File: src/hdl/bp_cfg_pkg.sv
// predictor sizing constants
`default_nettype none

package bp_cfg_pkg;

    // pc layout
    localparam int unsigned PC_WIDTH   = 32;
    localparam int unsigned PHT_IDX_W  = 8;     // 256 counters
    localparam int unsigned PC_ALIGN_W = 2;     // word aligned fetch
    localparam int unsigned PC_TAG_W   = PC_WIDTH - PHT_IDX_W - PC_ALIGN_W;
    localparam int unsigned PHT_DEPTH  = 1 << PHT_IDX_W;

    // defaults picked up by the top level
    localparam int unsigned GH_WIDTH_DEF   = 12;
    localparam int unsigned CKPT_DEPTH_DEF = 8;

    localparam logic [1:0] CTR_WEAK_NT = 2'b01;

endpackage

`default_nettype wire

File: src/hdl/bp_types_pkg.sv
// pc word views
`default_nettype none

package bp_types_pkg;

    // fetch writes raw, predict reads the fields
    typedef union packed {
        logic [bp_cfg_pkg::PC_WIDTH-1:0] raw;
        struct packed {
            logic [bp_cfg_pkg::PC_TAG_W-1:0]   tag;    // upper bits, unused by gshare
            logic [bp_cfg_pkg::PHT_IDX_W-1:0]  idx;
            logic [bp_cfg_pkg::PC_ALIGN_W-1:0] align;  // always zero
        } fld;
    } pc_word_u;

endpackage

`default_nettype wire

File: src/hdl/bp_pht.sv
// pattern history table
`timescale 1ns/10ps
`default_nettype none

module bp_pht (
    input  wire logic                             clk,
    input  wire logic                             rstn,
    input  wire logic [bp_cfg_pkg::PHT_IDX_W-1:0] rd_idx,
    output logic                                  rd_taken,
    input  wire logic                             upd_en,
    input  wire logic [bp_cfg_pkg::PHT_IDX_W-1:0] upd_idx,
    input  wire logic                             upd_taken,
    output logic                                  init_busy
);
    import bp_cfg_pkg::*;

    logic [1:0]           ctr_mem [PHT_DEPTH];
    logic [PHT_IDX_W-1:0] init_ptr;
    logic [1:0]           upd_old;

    // walk every entry once after reset
    always_ff @(posedge clk) begin
        if (!rstn) begin
            init_ptr  <= '0;
            init_busy <= 1'b1;
        end else if (init_busy) begin
            init_ptr <= init_ptr + 1'b1;
            if (&init_ptr) begin
                init_busy <= 1'b0;                  // last entry written
            end
        end
    end

    assign upd_old  = ctr_mem[upd_idx];
    assign rd_taken = ctr_mem[rd_idx][1];           // 2 or 3 means taken

    // same-cycle read sees the old counter
    always_ff @(posedge clk) begin
        if (init_busy) begin
            ctr_mem[init_ptr] <= CTR_WEAK_NT;
        end else if (upd_en) begin
            if (upd_taken && upd_old != 2'b11) begin
                ctr_mem[upd_idx] <= upd_old + 2'd1;
            end else if (!upd_taken && upd_old != 2'b00) begin
                ctr_mem[upd_idx] <= upd_old - 2'd1;
            end
        end
    end

endmodule

`default_nettype wire

File: src/hdl/bp_fetch_stage.sv
// fetch stage register
`timescale 1ns/10ps
`default_nettype none

module bp_fetch_stage (
    input  wire logic                            clk,
    input  wire logic                            rstn,
    input  wire logic                            fetch_valid,
    input  wire logic [bp_cfg_pkg::PC_WIDTH-1:0] fetch_pc,
    input  wire logic                            stall,
    input  wire logic                            flush,
    output logic                                 f_valid,
    output bp_types_pkg::pc_word_u               f_pc
);
    logic take;

    assign take = fetch_valid && !stall && !flush;

    always_ff @(posedge clk) begin
        if (!rstn) begin
            f_valid <= 1'b0;
        end else if (flush) begin
            f_valid <= 1'b0;        // wrong path item
        end else if (!stall) begin
            f_valid <= fetch_valid; // item moves on, new one comes in
        end
    end

    always_ff @(posedge clk) begin
        if (take) begin
            f_pc.raw <= fetch_pc;
        end
    end

endmodule

`default_nettype wire

File: src/hdl/bp_predict_stage.sv
// gshare predict stage
`timescale 1ns/10ps
`default_nettype none

module bp_predict_stage #(
    parameter int unsigned GH_WIDTH = bp_cfg_pkg::GH_WIDTH_DEF
) (
    input  wire logic                             clk,
    input  wire logic                             rstn,
    input  wire logic                             f_valid,
    input  wire bp_types_pkg::pc_word_u           f_pc,
    input  wire logic [GH_WIDTH-1:0]              gh,
    input  wire logic                             stall,
    input  wire logic                             flush,
    input  wire logic                             upd_en,
    input  wire logic [bp_cfg_pkg::PHT_IDX_W-1:0] upd_idx,
    input  wire logic                             upd_taken,
    output logic                                  pred_valid,
    output logic                                  pred_taken,
    output logic [bp_cfg_pkg::PHT_IDX_W-1:0]      pred_idx,
    output logic [GH_WIDTH-1:0]                   pred_hist,
    output logic                                  init_busy
);
    import bp_cfg_pkg::*;

    logic [PHT_IDX_W-1:0] hash_idx;
    logic                 ctr_taken;
    logic                 fire;

    assign hash_idx = f_pc.fld.idx ^ gh[PHT_IDX_W-1:0];
    assign fire     = f_valid && !stall && !flush;

    bp_pht u_pht (
        .clk       (clk),
        .rstn      (rstn),
        .rd_idx    (hash_idx),
        .rd_taken  (ctr_taken),
        .upd_en    (upd_en),
        .upd_idx   (upd_idx),
        .upd_taken (upd_taken),
        .init_busy (init_busy)
    );

    always_ff @(posedge clk) begin
        if (!rstn) begin
            pred_valid <= 1'b0;
        end else begin
            pred_valid <= fire;     // one cycle pulse per prediction
        end
    end

    // keep the history used so a checkpoint can restore it
    always_ff @(posedge clk) begin
        if (fire) begin
            pred_taken <= ctr_taken;
            pred_idx   <= hash_idx;
            pred_hist  <= gh;
        end
    end

endmodule

`default_nettype wire

File: src/hdl/bp_ghr_ckpt.sv
// global history and checkpoint recovery
`timescale 1ns/10ps
`default_nettype none

module bp_ghr_ckpt #(
    parameter int unsigned GH_WIDTH   = bp_cfg_pkg::GH_WIDTH_DEF,
    parameter int unsigned CKPT_DEPTH = bp_cfg_pkg::CKPT_DEPTH_DEF
) (
    input  wire logic                             clk,
    input  wire logic                             rstn,
    input  wire logic                             pred_valid,
    input  wire logic                             pred_taken,
    input  wire logic [bp_cfg_pkg::PHT_IDX_W-1:0] pred_idx,
    input  wire logic [GH_WIDTH-1:0]              pred_hist,
    input  wire logic                             f_valid,
    input  wire logic                             init_busy,
    input  wire logic                             resolve_valid,
    input  wire logic                             resolve_taken,
    output logic [GH_WIDTH-1:0]                   gh,
    output logic                                  flush,
    output logic                                  redirect,
    output logic                                  ckpt_room,
    output logic                                  upd_en,
    output logic [bp_cfg_pkg::PHT_IDX_W-1:0]      upd_idx,
    output logic                                  upd_taken
);
    import bp_cfg_pkg::*;

    localparam int unsigned PTR_W = $clog2(CKPT_DEPTH);
    localparam int unsigned CNT_W = PTR_W + 1;

    // checkpoint queue, circular
    logic [GH_WIDTH-1:0]  ck_gh    [CKPT_DEPTH];
    logic                 ck_taken [CKPT_DEPTH];
    logic [PHT_IDX_W-1:0] ck_idx   [CKPT_DEPTH];

    logic [GH_WIDTH-1:0] gh_q;      // history of all pushed predictions
    logic [PTR_W-1:0]    wr_ptr;
    logic [PTR_W-1:0]    rd_ptr;
    logic [CNT_W-1:0]    count;
    logic [CNT_W:0]      occupancy;
    logic                push;
    logic                pop;

    // the prediction in flight already counts for the next lookup
    assign gh = pred_valid ? {gh_q[GH_WIDTH-2:0], pred_taken} : gh_q;

    // oldest entry is the one being resolved
    assign flush     = resolve_valid && (resolve_taken != ck_taken[rd_ptr]);
    assign push      = pred_valid && !flush;
    assign pop       = resolve_valid && !flush;

    assign upd_en    = resolve_valid;
    assign upd_idx   = ck_idx[rd_ptr];
    assign upd_taken = resolve_taken;

    // fetch item and registered prediction both still need a slot
    assign occupancy = {1'b0, count} + (CNT_W+1)'(pred_valid) + (CNT_W+1)'(f_valid);
    assign ckpt_room = !init_busy && (occupancy < (CNT_W+1)'(CKPT_DEPTH));

    always_ff @(posedge clk) begin
        if (!rstn) begin
            gh_q     <= '0;
            wr_ptr   <= '0;
            rd_ptr   <= '0;
            count    <= '0;
            redirect <= 1'b0;
        end else begin
            redirect <= flush;
            if (flush) begin
                // restore and append the real outcome
                gh_q   <= {ck_gh[rd_ptr][GH_WIDTH-2:0], resolve_taken};
                wr_ptr <= '0;
                rd_ptr <= '0;
                count  <= '0;
            end else begin
                if (push) begin
                    gh_q   <= gh;
                    wr_ptr <= wr_ptr + 1'b1;
                end
                if (pop) begin
                    rd_ptr <= rd_ptr + 1'b1;
                end
                count <= count + CNT_W'(push) - CNT_W'(pop);
            end
        end
    end

    always_ff @(posedge clk) begin
        if (push) begin
            ck_gh[wr_ptr]    <= pred_hist;
            ck_taken[wr_ptr] <= pred_taken;
            ck_idx[wr_ptr]   <= pred_idx;
        end
    end

endmodule

`default_nettype wire

File: src/hdl/bp_top.sv
// gshare direction predictor
`timescale 1ns/10ps
`default_nettype none

module bp_top #(
    parameter int unsigned GH_WIDTH   = bp_cfg_pkg::GH_WIDTH_DEF,
    parameter int unsigned CKPT_DEPTH = bp_cfg_pkg::CKPT_DEPTH_DEF
) (
    input  wire logic                            clk,
    input  wire logic                            rstn,
    input  wire logic                            fetch_valid,
    input  wire logic [bp_cfg_pkg::PC_WIDTH-1:0] fetch_pc,
    input  wire logic                            stall,
    input  wire logic                            resolve_valid,
    input  wire logic                            resolve_taken,
    output logic                                 pred_valid,
    output logic                                 pred_taken,
    output logic [GH_WIDTH-1:0]                  pred_hist,
    output logic                                 redirect,
    output logic                                 ckpt_room
);
    import bp_cfg_pkg::*;
    import bp_types_pkg::*;

    logic                 flush;
    logic                 f_valid;
    pc_word_u             f_pc;
    logic [GH_WIDTH-1:0]  gh;
    logic [PHT_IDX_W-1:0] pred_idx;
    logic                 init_busy;
    logic                 upd_en;
    logic [PHT_IDX_W-1:0] upd_idx;
    logic                 upd_taken;

    bp_fetch_stage u_fetch (
        .clk         (clk),
        .rstn        (rstn),
        .fetch_valid (fetch_valid),
        .fetch_pc    (fetch_pc),
        .stall       (stall),
        .flush       (flush),
        .f_valid     (f_valid),
        .f_pc        (f_pc)
    );

    bp_predict_stage #(
        .GH_WIDTH (GH_WIDTH)
    ) u_predict (
        .clk        (clk),
        .rstn       (rstn),
        .f_valid    (f_valid),
        .f_pc       (f_pc),
        .gh         (gh),
        .stall      (stall),
        .flush      (flush),
        .upd_en     (upd_en),
        .upd_idx    (upd_idx),
        .upd_taken  (upd_taken),
        .pred_valid (pred_valid),
        .pred_taken (pred_taken),
        .pred_idx   (pred_idx),
        .pred_hist  (pred_hist),
        .init_busy  (init_busy)
    );

    bp_ghr_ckpt #(
        .GH_WIDTH   (GH_WIDTH),
        .CKPT_DEPTH (CKPT_DEPTH)
    ) u_ghr (
        .clk           (clk),
        .rstn          (rstn),
        .pred_valid    (pred_valid),
        .pred_taken    (pred_taken),
        .pred_idx      (pred_idx),
        .pred_hist     (pred_hist),
        .f_valid       (f_valid),
        .init_busy     (init_busy),
        .resolve_valid (resolve_valid),
        .resolve_taken (resolve_taken),
        .gh            (gh),
        .flush         (flush),
        .redirect      (redirect),
        .ckpt_room     (ckpt_room),
        .upd_en        (upd_en),
        .upd_idx       (upd_idx),
        .upd_taken     (upd_taken)
    );

endmodule

`default_nettype wire

File: config.mk
export PLATFORM = sky130hd
export DESIGN_NAME = bp_top
export DESIGN_NICKNAME = d
export VERILOG_FILES = /design/src/hdl/bp_cfg_pkg.sv /design/src/hdl/bp_types_pkg.sv /design/src/hdl/bp_pht.sv /design/src/hdl/bp_fetch_stage.sv /design/src/hdl/bp_predict_stage.sv /design/src/hdl/bp_ghr_ckpt.sv /design/src/hdl/bp_top.sv
export SDC_FILE = /design/constraint.sdc
export NUM_CORES = 1
export LEC_CHECK = 0
export ABC_CLOCK_PERIOD_IN_PS = 22000
export CAP_MARGIN = 0
export CORE_UTILIZATION = 62
export CTS_BUF_LIST = sky130_fd_sc_hd__clkbuf_4
export CTS_CLUSTER_SIZE = 30
export DETAILED_ROUTE_END_ITERATION = 6
export DONT_BUFFER_PORTS = 1
export HOLD_SLACK_MARGIN = 0.06
export PLACE_DENSITY = 0.78
export SYNTH_ARGS = -nofsm -noshare
export SYNTH_HDL_FRONTEND = slang
export SYNTH_SLANG_ARGS = --single-unit
File: constraint.sdc
create_clock -name clk -period 22 [get_ports clk]
set_input_delay 1.1 -clock clk [delete_from_list [all_inputs] [get_ports clk]]
set_output_delay 1.1 -clock clk [all_outputs]
set_load 0.01 [all_outputs]
### After elaboration in Yosys (flattened, before gate mapping)

Memories as Yosys holds them, arrays and structs flattened. A register that Yosys moved wholly into a read port is not among the register bits.
Cells that the tools add are included.

* add/subtract/negate cells: 9
* $lt $le $gt $ge: 1
* eq/ne operators: 2
* multiplexer cells: 28
* bitwise operators: 3
* reduce and logical (&&, ||, !) cells: 19

Operators with widths (number)
* 12-bit 2-to-1 mux: 3
* 3-bit 2-to-1 mux: 6
* 1-bit 2-to-1 mux: 16
* 1-bit logical AND: 10
* 8-bit by 1-bit adder with 8-bit output (second input constant): 1
* 8-bit 2-to-1 mux: 1
* 8-bit AND reduction: 1
* 8-bit XOR: 1
* 3-bit by 1-bit adder with 3-bit output (second input constant): 2
* 4-bit by 1-bit adder with 5-bit output: 1
* 5-bit by 1-bit adder with 5-bit output: 1
* 5-bit by 4-bit < comparator with 1-bit output (second input constant): 1
* 4-bit by 1-bit adder with 4-bit output: 1
* 1-bit logical NOT: 4
* 2-bit 2-to-1 mux: 2
* 2-bit nonzero test: 2
* 2-bit OR reduction: 2
* 4-bit by 1-bit subtractor with 4-bit output: 1
* 2-bit by 1-bit adder with 2-bit output (second input constant): 1
* 2-bit inequality test (second input constant): 1
* 2-bit by 1-bit subtractor with 2-bit output (second input constant): 1
* 1-bit inequality test: 1
* 1-bit NOT: 1
* 1-bit OR: 1

* register bits after elaboration: 64
* memory bits (writable): 680
* input port bits: 38
* logic and storage cells: 78
* memories: 4

Memories
* u_predict.u_pht.ctr_mem: words 256, bits a word 2, rd ports 2, clocked after memory_dff 1, wr ports 1, line bp_pht.sv:17 `logic [1:0] ctr_mem [PHT_DEPTH];`
* u_ghr.ck_gh: words 8, bits a word 12, rd ports 1, clocked after memory_dff 1, wr ports 1, line bp_ghr_ckpt.sv:33 `logic [GH_WIDTH-1:0] ck_gh [CKPT_DEPTH];`
* u_ghr.ck_idx: words 8, bits a word 8, rd ports 1, clocked after memory_dff 1, wr ports 1, line bp_ghr_ckpt.sv:35 `logic [PHT_IDX_W-1:0] ck_idx [CKPT_DEPTH];`
* u_ghr.ck_taken: words 8, bits a word 1, rd ports 1, clocked after memory_dff 1, wr ports 1, line bp_ghr_ckpt.sv:34 `logic ck_taken [CKPT_DEPTH];`

### Logic depth before layout (Yosys ltp)

Gate-level depths: netlist of run 1.
An unclocked memory read counts as a cell.

* depth in word-level cells: 11
* mapped depth: 23

### Hierarchy

From an unflattened synthesis of run 1, not the netlist that was laid out.

* cell total of the unflattened synthesis: 2001
* area, all modules: 34667.0 µm²

Modules (own cells, without submodules)
* bp_pht: times used 1, cells an instance 1556, area an instance 25527.0 µm², seq. area each 15554.9 µm²
* bp_ghr_ckpt: times used 1, cells an instance 377, area an instance 7388.3 µm², seq. area each 5325.1 µm²
* bp_fetch_stage: times used 1, cells an instance 36, area an instance 1011.0 µm², seq. area each 980.9 µm²
* bp_predict_stage: times used 1, cells an instance 32, area an instance 740.7 µm², seq. area each 650.6 µm²

### Worst setup path after synthesis of run 1

OpenSTA, ideal clock, no wires.

* path kind: register to register
* start point: register with a tool-made name
* end point: memory u_predict.u_pht.ctr_mem[0][1], data pin
* library setup time: 2.242 ns
* data arrival time: 13.957 ns
* path slack: 5.801 ns
* cell stages (with the launch flop): 19
* path buffers: 8
* cell sequence: dfxtp_1 buf_6 buf_6 buf_6 buf_6 buf_2 mux4_2 mux2i_1 clkbuf_1 nand2_1 o311a_1 o311a_1 o311a_1 buf_2 or2_2 clkbuf_1 xnor2_1 nor2_1 a211oi_1

RTL lines (line)
* end, declared: bp_pht.sv:17

==> flow_summary_export.csv, run 1 <==
group,metric,value,unit
run_status,status,"finished clean",
clock_network,clkTransAtPathRegs,0.07,ns
clock_network,clkSinkCount,738,
grt,grt_use_total,33.4,%
sta,relSlewSlack,6.71,%
setup_path,crit_chain,"buf_4 -> clkinv_1 -> mux4_4 -> buf_4 -> mux2i_1 -> nor3_1 -> nor4_1 -> a31oi_1 -> nor4_1 -> nand4_1 -> o22ai_2 -> o2bb2ai_2 -> mux2i_2 -> nand3b_1 -> nor3b_1",
drt,postRouteAntennaNets,0,
drt,dr_total_vias,21900,
logic_synthesis,synth_area_leaders,"edfxtp_1 (62%), mux4_2 (11%), mux2i_1 (4.4%)",
clock_network,clock_latency,1.03,ns
clock_network,cts-htree-levels,4,
setup_path,path_class,"reg -> reg",
floorplan,io_pins,54,
setup_path,path_buf_inv,3,
logic_synthesis,synth_edf_count,701,
cells_and_area,mostFrequentLayoutCell,"edfxtp_1",
setup_path,worst-path-stages,15,
logic_synthesis,synthArstFlopShare,0,%
logic_synthesis,synth_area_leader_cell,"edfxtp_1",
power,switching_share,25.2,%
placement,finalWeightedCongestion,0.941,
drt,first_pass_iters,6,
sta,skew,0.0652,ns
cells_and_area,nets,2348,
power,p_int,2.22,mW
setup_path,crit_family,"simple AND/OR/NAND/NOR gates",
grt,grt_max_degree,119,
setup_path,reg2reg_depth,15,
setup_path,critPathMaxStageDelay,0.86,ns
logic_synthesis,yosysTopAreaCellShare,62.3,%
grt,grt_pass1_wl,136000,um
setup_path,cp.required,22.67,ns
sta,drv_slew,0,
grt,antenna_found_initial,4,
setup_path,critPathArrivalTime,9.12,ns
hold_path,hold_class,"in -> reg",
sta,rsz0062_at_grt,"false",
floorplan,die_h,236,um
cells_and_area,layout-drive-gt1-share,24.3,%
power,power_switching,750,uW
logic_synthesis,ys_seq_area_share,64.4,%
power,power_frac_comb,10.3,%
setup_path,setup.worst_path.start_class,"flop",
drt,drt-initial-drc-count,2865,
power,peakVddDrop,0.0815,mV
logic_synthesis,ys_types,84,
logic_synthesis,netlist_area,0.0338,mm2
setup_path,slowest_stage,"nand3b_1",
clock_network,cts_buffer_depth,3,
flow_run,cap_violations,0,
clock_network,cts-root-buf,"clkbuf_4",
logic_synthesis,syn_inst,2232,
clock_network,cts_resized,0,
drt,drc,0,
logic_synthesis,synth-main-ff-cell,"edfxtp_1",
power,p_leak,11.9,nW
sta,tightest_slew,1.38,ns
setup_path,cp_max_fo,63,
clock_network,tritoncts,"built",
drt,viasPerCell,6.99,
drt,wl_per_cell,29.0,um
clock_network,cts_made_buffers,184,
floorplan,dieWidth,236,um
power,powerDensity,80.7,mW/mm2
cells_and_area,syn_to_final_growth,8.94,%
placement,hpwl,52300,um
power,clockPowerShare,38.1,%
logic_synthesis,synth.net_count,2281,
placement,portBuffers,0,
floorplan,core_region_area,0.0538,mm2
floorplan,row_count,85,
power,seqPwrFrac,51.6,%
grt,grt_pass1_vias,22200,
floorplan,start_util,62.8,%
sta,final.setup.tns,0,ns
logic_synthesis,syn_avg_cell_area,15.2,um2
floorplan,dieArea,0.0555,mm2
sta,post-route-period-util,38.4,%
logic_synthesis,synth_seq_cells,738,
logic_synthesis,synth-warning-count,0,
hold_path,whs_path_depth,1,
setup_path,cp-end-kind,"flop",
sta,timing.fmax,118,MHz
sta,whs,0.193,ns
grt,grt_remaining_overflow,0,
sta,setup_violations,0,
cells_and_area,layout_common_cells,"edfxtp_1 (701), clkbuf_4 (266), nand2_1 (208)",
sta,fin_crit,8.44,ns
sta,hold_viol_final,0,
drt,totalWireLength,90800,um
==> cells by family (layout without fill, tap and decap cells) <==
family          Yosys count  after routing  share of synthesized area (%)
simple gates            736            736                           11.1
mux                     350            350                           16.8
buf+inv                 191            395                           2.56
xor+xnor                 19             19                          0.492
other cells               0              4                              0
fa+ha+maj                11             11                          0.429
compound gates          187            187                           4.22
flops                   738            738                           64.4
==> cell usage after synthesis, types with 28 or more instances <==
master / count
buf_1: 28
nor3b_1: 47
edfxtp_1: 701
clkbuf_1: 90
mux4_2: 170
mux2i_1: 150
nand2_1: 208
nand3_1: 67
dfxtp_1: 37
nor2_1: 120
nor3_1: 130
buf_2: 46
==> path summary, 6_finish.rpt <==
| path | from | to | slack, ns |
|---|---|---|---|
| setup reg to reg | flop | u_predict.u_pht.ctr_mem[5][0]$_DFFE_PP_ | 13.56 |
| hold / removal | rstn | u_ghr.gh_q[0]$_SDFFE_PN0P_ | 0.19 |
| hold reg to reg | u_fetch.f_valid$_SDFFE_PP0N_ | u_fetch.f_valid$_SDFFE_PP0N_ | 0.50 |
| setup / recovery | flop | u_predict.u_pht.ctr_mem[5][0]$_DFFE_PP_ | 13.56 |
==> power by group through the flow <==
| stage | combinational (mW) | sequential, mW | clock (mW) |
|---|---|---|---|
| 2_1_floorplan | 0.207 | 1.56 | 0 |
| 3_3_place_gp | 0.291 | 1.56 | 0 |
| 3_5_place_dp | 0.296 | 1.56 | 0 |
| 4_1_cts | 0.298 | 1.53 | 1.14 |
| 5_1_grt | 0.315 | 1.53 | 1.22 |
| 6_report | 0.306 | 1.53 | 1.13 |
==> per-stage QoR <==
stage / area [um2] / utilization, % / total power [mW] / std cells / worst slack [ns]
after global routing: 36800 / 68.4 / 3.07 / 3135 / 13.42
after detailed placement: 34500 / 64.0 / 1.86 / 2802 / 13.85
after global placement: 34500 / 64.0 / 1.85 / 2802 / 14.04
final: 36800 / 68.5 / 2.97 / 3136 / 13.56
after CTS: 36800 / 68.4 / 2.98 / 3132 / 13.80
after floorplan: 33800 / - / 1.77 / 2232 / 5.80
==> layout make-up <==
class	count	area [um2]
multi-input cells	1303	11300
flip-flops and latches	738	21800
clock inverters	57	305
clock buffers	266	2000
fillers	3681	17000
diodes	4	10.0
repair buffers	59	473
well taps	696	871
inverters	13	48.8
==> metal layers <==
layer  global-route usage (%)  share of wire [%]  vias to the layer above
li1                         -                  -                     9114
met1                     42.9                 36                    10900
met2                     51.2                 47                     1599
met5                        0              0.014                        -
met3                     9.44                 12                      320
met4                     20.3                5.8                        2
==> repair_timing <==
item                                   4_1_cts  5_1_grt
endpoints found under the hold margin        7        0
buffers inserted                             0        0
hold buffers                                 7        0
==> flip-flops by register name, indices dropped and copies added (netlist names), 4 cells and up, named ones only <==
name / count
u_ghr.ck_gh: 88
u_predict.pred_idx: 8
u_predict.pred_hist: 12
u_fetch.f_pc: 8
u_ghr.ck_idx: 64
u_ghr.gh_q: 12
u_ghr.count: 4
u_ghr.ck_taken: 8
u_predict.u_pht.ctr_mem: 512
u_predict.u_pht.init_ptr: 8
Power figures use the tool's default switching activity.
==> run 2, diff against run 1 <==
--- a/config.mk
+++ b/config.mk
@@ -5,7 +5,7 @@
 export SDC_FILE = /design/constraint.sdc
 export NUM_CORES = 1
 export LEC_CHECK = 0
-export ABC_CLOCK_PERIOD_IN_PS = 22000
+export ABC_CLOCK_PERIOD_IN_PS = 8100
 export CAP_MARGIN = 0
 export CORE_UTILIZATION = 62
 export CTS_BUF_LIST = sky130_fd_sc_hd__clkbuf_4
==> constraint.sdc (replaced) <==
create_clock -name clk -period 8.1 [get_ports clk]
set_input_delay 0.405 -clock clk [delete_from_list [all_inputs] [get_ports clk]]
set_output_delay 0.405 -clock clk [all_outputs]
set_load 0.01 [all_outputs]
==> flow_summary_export.csv, run 2 (synthesis results as in run 1) <==
group,metric,value,unit
run_status,status,"finished clean",
sta,fin_crit,7.46,ns
sta,rsz0062_at_grt,"false",
cells_and_area,final_cells,3183,
cells_and_area,layout-drive-gt1-share,24.3,%
placement,portBuffers,0,
power,peakVddDrop,0.164,mV
drt,postRouteAntennaNets,0,
cells_and_area,largest_reg_flops,512,
cells_and_area,mostFrequentLayoutCell,"edfxtp_1",
grt,grt_pass1_wl,138000,um
grt,grt_use_total,33.8,%
clock_network,clock_latency,1.06,ns
sta,relSlewSlack,11.1,%
setup_path,cp-end-kind,"flop",
setup_path,path_class,"reg -> reg",
floorplan,core_region_area,0.0538,mm2
setup_path,cp.required,8.80,ns
clock_network,cts-htree-levels,4,
cells_and_area,nets,2384,
power,powerDensity,217,mW/mm2
sta,whs,0.194,ns
sta,drv_slew,0,
setup_path,setup.worst_path.start_class,"flop",
clock_network,clkSinkCount,738,
drt,viasPerCell,6.96,
drt,totalWireLength,92000,um
placement,hpwl,55100,um
cells_and_area,largestRegisters,"u_predict.u_pht.ctr_mem x512, u_ghr.ck_gh x88, u_ghr.ck_idx x64",
placement,place_ws,0.889,ns
sta,final.setup.tns,0,ns
drt,drt-initial-drc-count,3037,
placement,placed_cell_area,0.0347,mm2
drt,wl_per_cell,28.9,um
grt,grt_max_degree,157,
drt,dr_total_vias,22100,
placement,finalWeightedCongestion,0.947,
clock_network,cts_resized,0,
clock_network,clkTransAtPathRegs,0.07,ns
sta,setup_violations,0,
grt,grt_pass1_vias,22600,
cells_and_area,regMostFlops,"u_predict.u_pht.ctr_mem",
clock_network,cts-root-buf,"clkbuf_4",
setup_path,cp_max_fo,31,
floorplan,start_util,62.8,%
clock_network,cts_buffer_depth,3,
cells_and_area,final_area,0.0373,mm2
floorplan,die_h,236,um
flow_run,cap_violations,0,
power,finalPower,8.11,mW
cells_and_area,layout_common_cells,"edfxtp_1 (701), clkbuf_4 (254), nand2_1 (208)",
power,p_leak,12.2,nW
cells_and_area,utilization,69.3,%
drt,first_pass_iters,6,
floorplan,io_pins,54,
grt,antenna_found_initial,5,
clock_network,cts_made_buffers,182,
cells_and_area,syn_to_final_growth,10.3,%
sta,timing.fmax,134,MHz
sta,tightest_slew,1.33,ns
sta,skew,0.0760,ns
floorplan,dieWidth,236,um
floorplan,row_count,85,
sta,timing.final.ws_setup,0.644,ns
floorplan,dieArea,0.0555,mm2
sta,hold_viol_final,0,
grt,grt_remaining_overflow,0,
sta,post-route-period-util,92.0,%
placement,dp.cells,2825,
hold_path,hold_class,"in -> reg",
setup_path,critPathArrivalTime,8.16,ns
clock_network,tritoncts,"built",
drt,drc,0,
## run 2: worst paths after layout
check,startpoint,endpoint,slack (ns),cells after the start
setup / recovery,flop,u_predict.u_pht.ctr_mem[140][0]$_DFFE_PP_,0.64,15
hold / removal,resolve_taken,u_predict.u_pht.ctr_mem[16][0]$_DFFE_PP_,0.19,2
setup reg to reg,flop,u_predict.u_pht.ctr_mem[140][0]$_DFFE_PP_,0.64,15
hold reg to reg,u_ghr.wr_ptr[0]$_SDFFE_PP0P_,u_ghr.wr_ptr[0]$_SDFFE_PP0P_,0.52,2
## run 2: what timing repair did
item | 4_1_cts | 5_1_grt
buffers inserted | 0 | 0
hold buffers | 22 | 0
endpoints found under the hold margin | 106 | 0
## run 2: layer usage
metal,part of all wire [%],track usage [%],vias up
li1,-,-,9196
met1,35,42.3,11000
met2,47,52.4,1622
met3,12,9.80,362
met4,5.9,21.0,4
met5,0.029,0,-
## run 2: power by group
| group | switching [mW] | total [mW] | internal (mW) |
|---|---|---|---|
| registers | 0.0264 | 4.17 | 4.14 |
| clock network | 1.54 | 3.09 | 1.56 |
| logic | 0.511 | 0.846 | 0.334 |
## run 2: critical path, cell delays in order, from the launching register on
cell and delay, ns:
dfxtp_4 0.63, buf_4 0.61, mux4_2 0.60, nand2_1 0.08
o21ai_1 0.05, buf_4 0.22, nor2_1 0.83, nand4_1 0.26
o2111ai_1 0.26, nor3_1 0.10, o31ai_2 0.55, nor4_4 0.18
o2bb2ai_2 0.75, mux2i_2 0.69, nand2b_1 0.61, nor4_1 0.61
## run 2: layout make-up
type | instances | area [um2]
timing repair buffer | 97 | 896
tap | 696 | 871
sequential | 738 | 21800
clock buffer | 254 | 1910
clock inverter | 77 | 410
multi-input combinational | 1303 | 11300
inverter | 13 | 48.8
fill | 3547 | 16500
antenna | 5 | 12.5
